**config.mk**
```make
export PLATFORM = sky130hd
export DESIGN_NAME = fpu_lane
export DESIGN_NICKNAME = d
export VERILOG_FILES = /design/src/hw/fpu_lane_pkg.sv /design/src/hw/operand_forward.sv /design/src/hw/fpu_op_decode.sv /design/src/hw/fp_compare.sv /design/src/hw/fp_perm_logic.sv /design/src/hw/fpu_except.sv /design/src/hw/fpu_lane.sv
export SDC_FILE = /design/constraint.sdc
export NUM_CORES = 1
export LEC_CHECK = 0
export ABC_CLOCK_PERIOD_IN_PS = 5900
export BUFFER_PORTS_ARGS = -buffer_cell sky130_fd_sc_hd__buf_2
export CORE_MARGIN = 2
export CORE_UTILIZATION = 55
export CTS_CLUSTER_DIAMETER = 50
export CTS_CLUSTER_SIZE = 20
export DETAILED_ROUTE_END_ITERATION = 8
export PLACE_DENSITY = 0.8
export SLEW_MARGIN = 20
export SYNTH_ARGS = -nofsm -noshare
export SYNTH_HDL_FRONTEND = slang
export SYNTH_SLANG_ARGS = --single-unit
export TNS_END_PERCENT = 10
```
**constraint.sdc**
```tcl
create_clock -name clk -period 5.9 [get_ports clk]
set_input_delay 0.295 -clock clk [delete_from_list [all_inputs] [get_ports clk]]
set_output_delay 0.295 -clock clk [all_outputs]
set_load 0.005 [all_outputs]
```
**src/hw/fpu_lane_pkg.sv**
```systemverilog
// shared widths, opcodes, control register bits and bus records for the fpu lane
// every lane module refers to these through fpu_lane_pkg:: scoped names
package fpu_lane_pkg;

  localparam int num_buses = 4;
  localparam int bus_idx_w = $clog2(num_buses);
  localparam int data_w = 64;

  typedef logic [data_w-1:0] data_t;
  typedef logic [5:0] tag_t;
  typedef logic [2:0] bus_sel_t;
  typedef logic [3:0] flags_t;
  typedef logic [7:0] fp_csr_t;

  // select code with no bus behind it
  localparam bus_sel_t fwd_none = 3'd7;

  // compare flag positions within flags_t
  localparam int flag_gt = 0;
  localparam int flag_eq = 1;
  localparam int flag_lt = 2;
  localparam int flag_uno = 3;

  // fault enables in the control register
  localparam int csr_inv_en = 0;
  localparam int csr_den_en = 1;

  typedef enum logic [3:0] {
    op_cmp_d  = 4'd0,
    op_cmp_s  = 4'd1,
    op_copy_a = 4'd2,
    op_swap_s = 4'd3,
    op_dup_s  = 4'd4,
    op_and    = 4'd5,
    op_or     = 4'd6,
    op_xor    = 4'd7,
    op_andn   = 4'd8
  } fpu_op_e;

  typedef enum logic [1:0] {
    cause_invalid  = 2'd1,
    cause_denormal = 2'd2
  } cause_e;

  typedef struct packed {
    logic    en;
    fpu_op_e op;
    logic    ord;
    tag_t    tag;
  } fpu_issue_t;

  typedef struct packed {
    bus_sel_t fwd;
    bus_sel_t fwd_d;
  } fwd_ctl_t;

  typedef struct packed {
    logic    valid;
    fpu_op_e op;
    logic    ord;
    tag_t    tag;
    data_t   a;
    data_t   b;
    fp_csr_t csr;
  } fpu_stage_t;

  typedef struct packed {
    logic  valid;
    tag_t  tag;
    data_t data;
  } fpu_result_t;

  typedef struct packed {
    logic   en;
    tag_t   tag;
    cause_e cause;
  } fpu_ret_t;

  // compare ops own the flag result and the fault path
  function automatic logic is_cmp(fpu_op_e op);
    return (op == op_cmp_d) || (op == op_cmp_s);
  endfunction

endpackage

```
**src/hw/operand_forward.sv**
```systemverilog
// source operand bypass for one fpu lane operand
// picks a result bus this cycle, a result bus from last cycle, or the register value
`timescale 1ns/1ns

module operand_forward (
  input  logic                                             clk,
  input  logic                                             rst,
  input  fpu_lane_pkg::data_t                              reg_val,
  input  fpu_lane_pkg::data_t [fpu_lane_pkg::num_buses-1:0] res_bus,
  input  fpu_lane_pkg::fwd_ctl_t                           sel,
  output fpu_lane_pkg::data_t                              operand
);

  // one-cycle-old copy of every bus
  fpu_lane_pkg::data_t [fpu_lane_pkg::num_buses-1:0] bus_d;

  always_ff @(posedge clk) begin
    bus_d <= res_bus;
  end

  // current bus wins over the delayed one
  always_comb begin
    if (sel.fwd < fpu_lane_pkg::num_buses) begin
      operand = res_bus[sel.fwd[fpu_lane_pkg::bus_idx_w-1:0]];
    end else if (sel.fwd_d < fpu_lane_pkg::num_buses) begin
      operand = bus_d[sel.fwd_d[fpu_lane_pkg::bus_idx_w-1:0]];
    end else begin
      operand = reg_val;
    end
  end

  // codes between the last bus and fwd_none are not issued by the scheduler
  sel_legal: assert property (@(posedge clk) disable iff (rst)
    (sel.fwd < fpu_lane_pkg::num_buses || sel.fwd == fpu_lane_pkg::fwd_none) &&
    (sel.fwd_d < fpu_lane_pkg::num_buses || sel.fwd_d == fpu_lane_pkg::fwd_none))
    else $error("illegal forward select %h", sel);

endmodule

```
**src/hw/fpu_op_decode.sv**
```systemverilog
// stage-1 register of the fpu lane
// captures the issued op with its forwarded operands and the control register
// the units downstream decode their controls from the registered opcode
`timescale 1ns/1ns

module fpu_op_decode (
  input  logic                     clk,
  input  logic                     rst,
  input  fpu_lane_pkg::fpu_issue_t issue,
  input  fpu_lane_pkg::data_t      a,
  input  fpu_lane_pkg::data_t      b,
  input  fpu_lane_pkg::fp_csr_t    csr,
  output fpu_lane_pkg::fpu_stage_t stage
);

  always_ff @(posedge clk) begin
    if (rst) begin
      stage.valid <= 1'b0;
    end else begin
      stage.valid <= issue.en;
    end

    // payload only moves on issue, idle cycles keep the last op
    if (issue.en) begin
      stage.op  <= issue.op;
      stage.ord <= issue.ord;
      stage.tag <= issue.tag;
      stage.a   <= a;
      stage.b   <= b;
      stage.csr <= csr;
    end
  end

  // a valid stage always holds the op issued one cycle before, tag included
  valid_from_issue: assert property (@(posedge clk) disable iff (rst)
    stage.valid |-> $past(issue.en) && stage.tag == $past(issue.tag))
    else $error("stage valid without a matching issue");

endmodule

```
**src/hw/fp_compare.sv**
```systemverilog
// stage-2 compare unit of the fpu lane
// orders A against B as doubles, or as the low singles for op_cmp_s
// also reports NaN and denormal inputs for the fault stage
`timescale 1ns/1ns

module fp_compare (
  input  fpu_lane_pkg::fpu_stage_t stage,
  output fpu_lane_pkg::flags_t     flags,
  output logic                     nan,
  output logic                     denorm
);

  typedef struct packed {
    logic        sign;
    logic [62:0] mag;
    logic        nan;
    logic        den;
  } fp_class_t;

  // single layout sits in bits 31:0, magnitude zero-extended
  function automatic fp_class_t classify(fpu_lane_pkg::data_t v, logic sgl);
    fp_class_t c;
    if (sgl) begin
      c.sign = v[31];
      c.mag  = {32'b0, v[30:0]};
      c.nan  = (&v[30:23]) && (|v[22:0]);
      c.den  = (~|v[30:23]) && (|v[22:0]);
    end else begin
      c.sign = v[63];
      c.mag  = v[62:0];
      c.nan  = (&v[62:52]) && (|v[51:0]);
      c.den  = (~|v[62:52]) && (|v[51:0]);
    end
    return c;
  endfunction

  logic      sgl;
  fp_class_t ca;
  fp_class_t cb;
  logic      both_zero;
  logic      a_lt;

  assign sgl = (stage.op == fpu_lane_pkg::op_cmp_s);
  assign ca = classify(stage.a, sgl);
  assign cb = classify(stage.b, sgl);
  assign nan = ca.nan | cb.nan;
  assign denorm = ca.den | cb.den;

  // +0 and -0 are equal
  assign both_zero = (ca.mag == '0) && (cb.mag == '0);
  // magnitude order flips for negatives
  assign a_lt = (ca.sign != cb.sign) ? ca.sign :
                (ca.sign ? (ca.mag > cb.mag) : (ca.mag < cb.mag));

  always_comb begin
    flags = '0;
    if (nan) begin
      flags[fpu_lane_pkg::flag_uno] = 1'b1;
    end else if (both_zero || (ca.sign == cb.sign && ca.mag == cb.mag)) begin
      flags[fpu_lane_pkg::flag_eq] = 1'b1;
    end else if (a_lt) begin
      flags[fpu_lane_pkg::flag_lt] = 1'b1;
    end else begin
      flags[fpu_lane_pkg::flag_gt] = 1'b1;
    end
  end

endmodule

```
**src/hw/fp_perm_logic.sv**
```systemverilog
// stage-2 permute and bitwise logic unit of the fpu lane
// single moves act on the two 32-bit halves of B, logic ops combine A and B
`timescale 1ns/1ns

module fp_perm_logic (
  input  fpu_lane_pkg::fpu_stage_t stage,
  output fpu_lane_pkg::data_t      data
);

  always_comb begin
    case (stage.op)
      fpu_lane_pkg::op_copy_a: begin
        data = stage.a;
      end
      fpu_lane_pkg::op_swap_s: begin
        data = {stage.b[31:0], stage.b[63:32]};
      end
      // low single into both halves
      fpu_lane_pkg::op_dup_s: begin
        data = {stage.b[31:0], stage.b[31:0]};
      end
      fpu_lane_pkg::op_and: begin
        data = stage.a & stage.b;
      end
      fpu_lane_pkg::op_or: begin
        data = stage.a | stage.b;
      end
      fpu_lane_pkg::op_xor: begin
        data = stage.a ^ stage.b;
      end
      fpu_lane_pkg::op_andn: begin
        data = stage.a & ~stage.b;
      end
      // compares take the flag word at the top level
      default: begin
        data = '0;
      end
    endcase
  end

endmodule

```
**src/hw/fpu_except.sv**
```systemverilog
// stage-2 fault stage of the fpu lane
// raises compare faults from ord and the operand classes and encodes the retire cause
// invalid outranks denormal and only the winning fault's csr enable decides ret.en
`timescale 1ns/1ns

module fpu_except (
  input  logic                     clk,
  input  logic                     rst,
  input  fpu_lane_pkg::fpu_stage_t stage,
  input  logic                     nan,
  input  logic                     denorm,
  output fpu_lane_pkg::fpu_ret_t   ret
);

  logic cmp_op;
  logic inv_fault;
  logic den_fault;
  logic fault_en;

  assign cmp_op = stage.valid && fpu_lane_pkg::is_cmp(stage.op);
  // unordered compares only fault on NaN when ord is set
  assign inv_fault = cmp_op && stage.ord && nan;
  assign den_fault = cmp_op && denorm;
  // the enable of a losing denormal fault is never consulted
  assign fault_en = inv_fault ? stage.csr[fpu_lane_pkg::csr_inv_en] :
                    (den_fault && stage.csr[fpu_lane_pkg::csr_den_en]);

  always_ff @(posedge clk) begin
    if (rst) begin
      ret.en <= 1'b0;
    end else begin
      ret.en <= fault_en;
    end
    ret.tag   <= stage.tag;
    ret.cause <= inv_fault ? fpu_lane_pkg::cause_invalid : fpu_lane_pkg::cause_denormal;
  end

  // a retire fault always belongs to an op that was in stage 2
  ret_needs_stage: assert property (@(posedge clk) disable iff (rst)
    !$past(stage.valid) |-> !ret.en)
    else $error("retire fault without a valid op");

endmodule

```
**src/hw/fpu_lane.sv**
```systemverilog
// top of one fpu lane
// forwards both operands, registers the op, runs compare or permute and logic,
// and returns the result and any retire fault two cycles after issue
`timescale 1ns/1ns

module fpu_lane (
  input  logic                                             clk,
  input  logic                                             rst,
  input  fpu_lane_pkg::fpu_issue_t                         issue,
  input  fpu_lane_pkg::data_t                              reg_a,
  input  fpu_lane_pkg::data_t                              reg_b,
  input  fpu_lane_pkg::fwd_ctl_t                           fwd_a,
  input  fpu_lane_pkg::fwd_ctl_t                           fwd_b,
  input  fpu_lane_pkg::data_t [fpu_lane_pkg::num_buses-1:0] res_bus,
  input  fpu_lane_pkg::fp_csr_t                            csr,
  output fpu_lane_pkg::fpu_result_t                        result,
  output fpu_lane_pkg::fpu_ret_t                           ret
);

  fpu_lane_pkg::data_t      opnd_a;
  fpu_lane_pkg::data_t      opnd_b;
  fpu_lane_pkg::fpu_stage_t stage;
  fpu_lane_pkg::flags_t     flags;
  logic                     nan;
  logic                     denorm;
  fpu_lane_pkg::data_t      perm_data;
  fpu_lane_pkg::data_t      out_data;

  operand_forward u_fwd_a (
    .clk(clk), .rst(rst), .reg_val(reg_a), .res_bus(res_bus), .sel(fwd_a), .operand(opnd_a)
  );

  operand_forward u_fwd_b (
    .clk(clk), .rst(rst), .reg_val(reg_b), .res_bus(res_bus), .sel(fwd_b), .operand(opnd_b)
  );

  fpu_op_decode u_decode (
    .clk(clk), .rst(rst), .issue(issue), .a(opnd_a), .b(opnd_b), .csr(csr), .stage(stage)
  );

  fp_compare u_cmp (.stage(stage), .flags(flags), .nan(nan), .denorm(denorm));

  fp_perm_logic u_perm (.stage(stage), .data(perm_data));

  fpu_except u_except (
    .clk(clk), .rst(rst), .stage(stage), .nan(nan), .denorm(denorm), .ret(ret)
  );

  // flag word sits in the low bits, upper bits zero
  assign out_data = fpu_lane_pkg::is_cmp(stage.op) ?
    {{(fpu_lane_pkg::data_w - $bits(fpu_lane_pkg::flags_t)){1'b0}}, flags} : perm_data;

  always_ff @(posedge clk) begin
    if (rst) begin
      result.valid <= 1'b0;
    end else begin
      result.valid <= stage.valid;
    end
    result.tag  <= stage.tag;
    result.data <= out_data;
  end

endmodule

```
==> results_dict.tcl <==
set metrics [dict create \
    drt-initial-drc-count 2190 \
    fillers 2986 \
    root_buffer "clkbuf_16" \
    io_pins 498 \
    power.density_mw_per_mm2 269 \
    avgSynthCellArea_um2 11.7 \
    cts_setup_buffers 0 \
    hp-class "primary input to flop" \
    ys_top_cells_by_area "dfxtp_1, mux4_2, edfxtp_1" \
    grt_use_total_pct 36.3 \
    cp_common_cell "buf_4" \
    wl_per_cell_um 25.1 \
    crit_family "simple AND/OR/NAND/NOR gates" \
    synth_commonest_cells "dfxtp_1, nor2_1, mux4_2" \
    grt_overflow 0 \
    rsz0062_at_grt "false" \
    setup_viol 0 \
    grt_pass1_wl_um 131000 \
    synth_edf_count 141 \
    critPathSlowestCell "edfxtp_1" \
    postLayoutCoreUtil_pct 71.7 \
    postSynth.asyncResetShare_pct 0 \
    ir_worst_vdd_v 0.000227 \
    drv_cap 0 \
    clkLatencyLatePin_ps 590 \
    final_cells 3491 \
    clock-sinks 472 \
    synth_top_area_share_pct 26.2 \
    final_antenna_net_count 0 \
    cts.path.max_buffers 3 \
    synth_ff_type "dfxtp_1" \
    syn_area_mm2 0.0253 \
    crit_buf_inv 2 \
    cts_tree "built" \
    status "finished clean" \
    clk_pin_slew_worst_paths_ps 70 \
    hold_viol_final 0 \
    portBuffers 491 \
    antenna_found_initial 10 \
    synth_nets 2708 \
    die_h_um 219 \
    reg2reg_slack_ps 1600 \
    grt_max_degree 86 \
    yosys.area.top_type "dfxtp_1" \
    synth.distinct_cells 55 \
    core_area_mm2 0.0454 \
    rows 78 \
    drive_gt1_share_pct 30.3 \
    fin_skew_ps 17.9 \
    start_util_pct 55.8 \
    grt_pass1_vias 23100 \
    drc 0 \
    vias 22200 \
    gp_congestion 0.919 \
    tightest_slew_ps 1130 \
    fin_ws_ps 1600 \
    path_cells "buf_4 > nor4b_2 > buf_4 > nor2_1 > ha_1 > nand4_1 > nor4_1 > o31ai_1 > and4_1 > o211a_1 > or4b_1 > nand3_1" \
    max-slew-margin-rel_pct 24.7 \
    drtPass1Iterations 6 \
    final_max_slew_viol_count 0 \
    syn2layout_area_growth_pct 28.5 \
    htreeDepth 2 \
    fin_crit_ps 4300 \
    cts_made_buffers 49 \
    post-route-period-util_pct 72.8 \
    p_leak_uw 0.0139 \
    ys_seq_area_share_pct 42.9 \
    cp.required_ps 6430 \
    cp_max_fo 35 \
    setup-tns-final_ps 0 \
    fin_total_pwr_uw 8750 \
    synth_warnings 0 \
    pre_cts_ws_ps 1750 \
    die_x_um 219 \
    avgViaCountPerCell 6.37 \
    routed_wl_um 87800 \
    startpoint_type "flop" \
    critPathKind "flop to flop" \
    cp-end-kind "flop" \
    ys_ff_latch 472 \
    synth.most_common_cell "dfxtp_1" \
    slowest_delay_ps 760 \
    postSynthCellCount 2163 \
    fp.dieArea_mm2 0.0478 \
    dp_hpwl_um 57100 \
    arrival_ps 4820 \
    clock.fmax_mhz 233 \
    nNetsFinal 3386 \
    placed_cells 3120 \
]
==> final cells by class <==
type	count	area, um2	share of cell area, %
Multi-Input combinational cell	1393	13300	40.9
Sequential cell	472	10900	33.4
Timing Repair Buffer	785	5380	16.5
Clock buffer	53	1250	3.84
Tap cell	600	751	2.31
Inverter	140	526	1.61
Clock inverter	36	438	1.35
Antenna cell	12	30.0	0.0923
==> power by group <==
part	leakage, uW	internal, uW	switching [uW]
sequential	0.00414	3620	218
clock	0.000815	1720	1510
combinational	0.00891	823	851
total	0.0139	6170	2580
==> state kept, by name, indices dropped and copies added (netlist names) <==
register / flops
u_fwd_b.bus_d: 256
u_decode.stage: 142
result: 65
u_except.ret: 9
==> layer usage <==
layer	wire, um	global-route usage, %
met1	31200	43.1
met2	42600	59.9
met3	7910	8.67
met4	6030	22.3
met5	8	0
==> worst min-delay path, delay by kind of cell <==
kind / cells / cell delay (ps)
buffers and inverters: 1 / 70
AOI/OAI and AO/OA: 1 / 130
muxes: 1 / 50
==> cell usage in the layout, fill, tap and decap left out, types with 5 or more instances in the layout <==
| cell | instances |
|---|---|
| a211oi_1 | 34 |
| nor3_1 | 13 |
| buf_4 | 33 |
| a21oi_1 | 183 |
| nor2b_1 | 6 |
| o2111ai_1 | 28 |
| clkinv_8 | 6 |
| inv_1 | 140 |
| clkbuf_16 | 49 |
| nand3_1 | 12 |
| inv_6 | 6 |
| dlygate4sd3_1 | 270 |
| buf_2 | 480 |
| nor2_1 | 269 |
| nand4_1 | 24 |
| dfxtp_1 | 331 |
| nand2_1 | 81 |
| ha_1 | 127 |
| mux2i_1 | 129 |
| a22oi_1 | 31 |
| inv_8 | 6 |
| inv_12 | 5 |
| nor4_1 | 32 |
| mux4_2 | 256 |
| o21ai_0 | 79 |
| a221oi_1 | 37 |
| edfxtp_1 | 141 |
| diode_2 | 12 |
| clkinv_4 | 5 |
==> final timing paths <==
check / cells past startpoint / start / end
worst max-delay path: 12 / u_decode.stage[143] / result[0]
worst min-delay path: 3 / reg_b[23] / u_decode.stage[31]
worst max register to register: 12 / u_decode.stage[143] / result[0]
worst min register to register: 0 / u_decode.stage[136] / u_except.ret[2]
==> kinds of logic after synthesis <==
family | synth area share (%)
compound gates | 10.2
xor+xnor | 0.0692
fa+ha+maj | 6.28
buf+inv | 4.63
flops | 42.9
mux | 27.9
simple gates | 8.04
==> per-stage QoR <==
stage                     instance area [um2]  hold WS [ps]
after floorplan                         25300           323
after global placement                  28100           329
after detailed placement                28100           329
after CTS                               32500          69.7
after global routing                    32500          99.4
final                                   32500          92.2
==> repair_timing <==
action / 4_1_cts / 5_1_grt
hold buffers: 270 / 0
gates resized for setup: 0 / 0
hold endpoints to repair: 272 / 0
endpoints found under the setup margin: 0 / 0
Note: power is estimated with default switching activity, not from simulation.
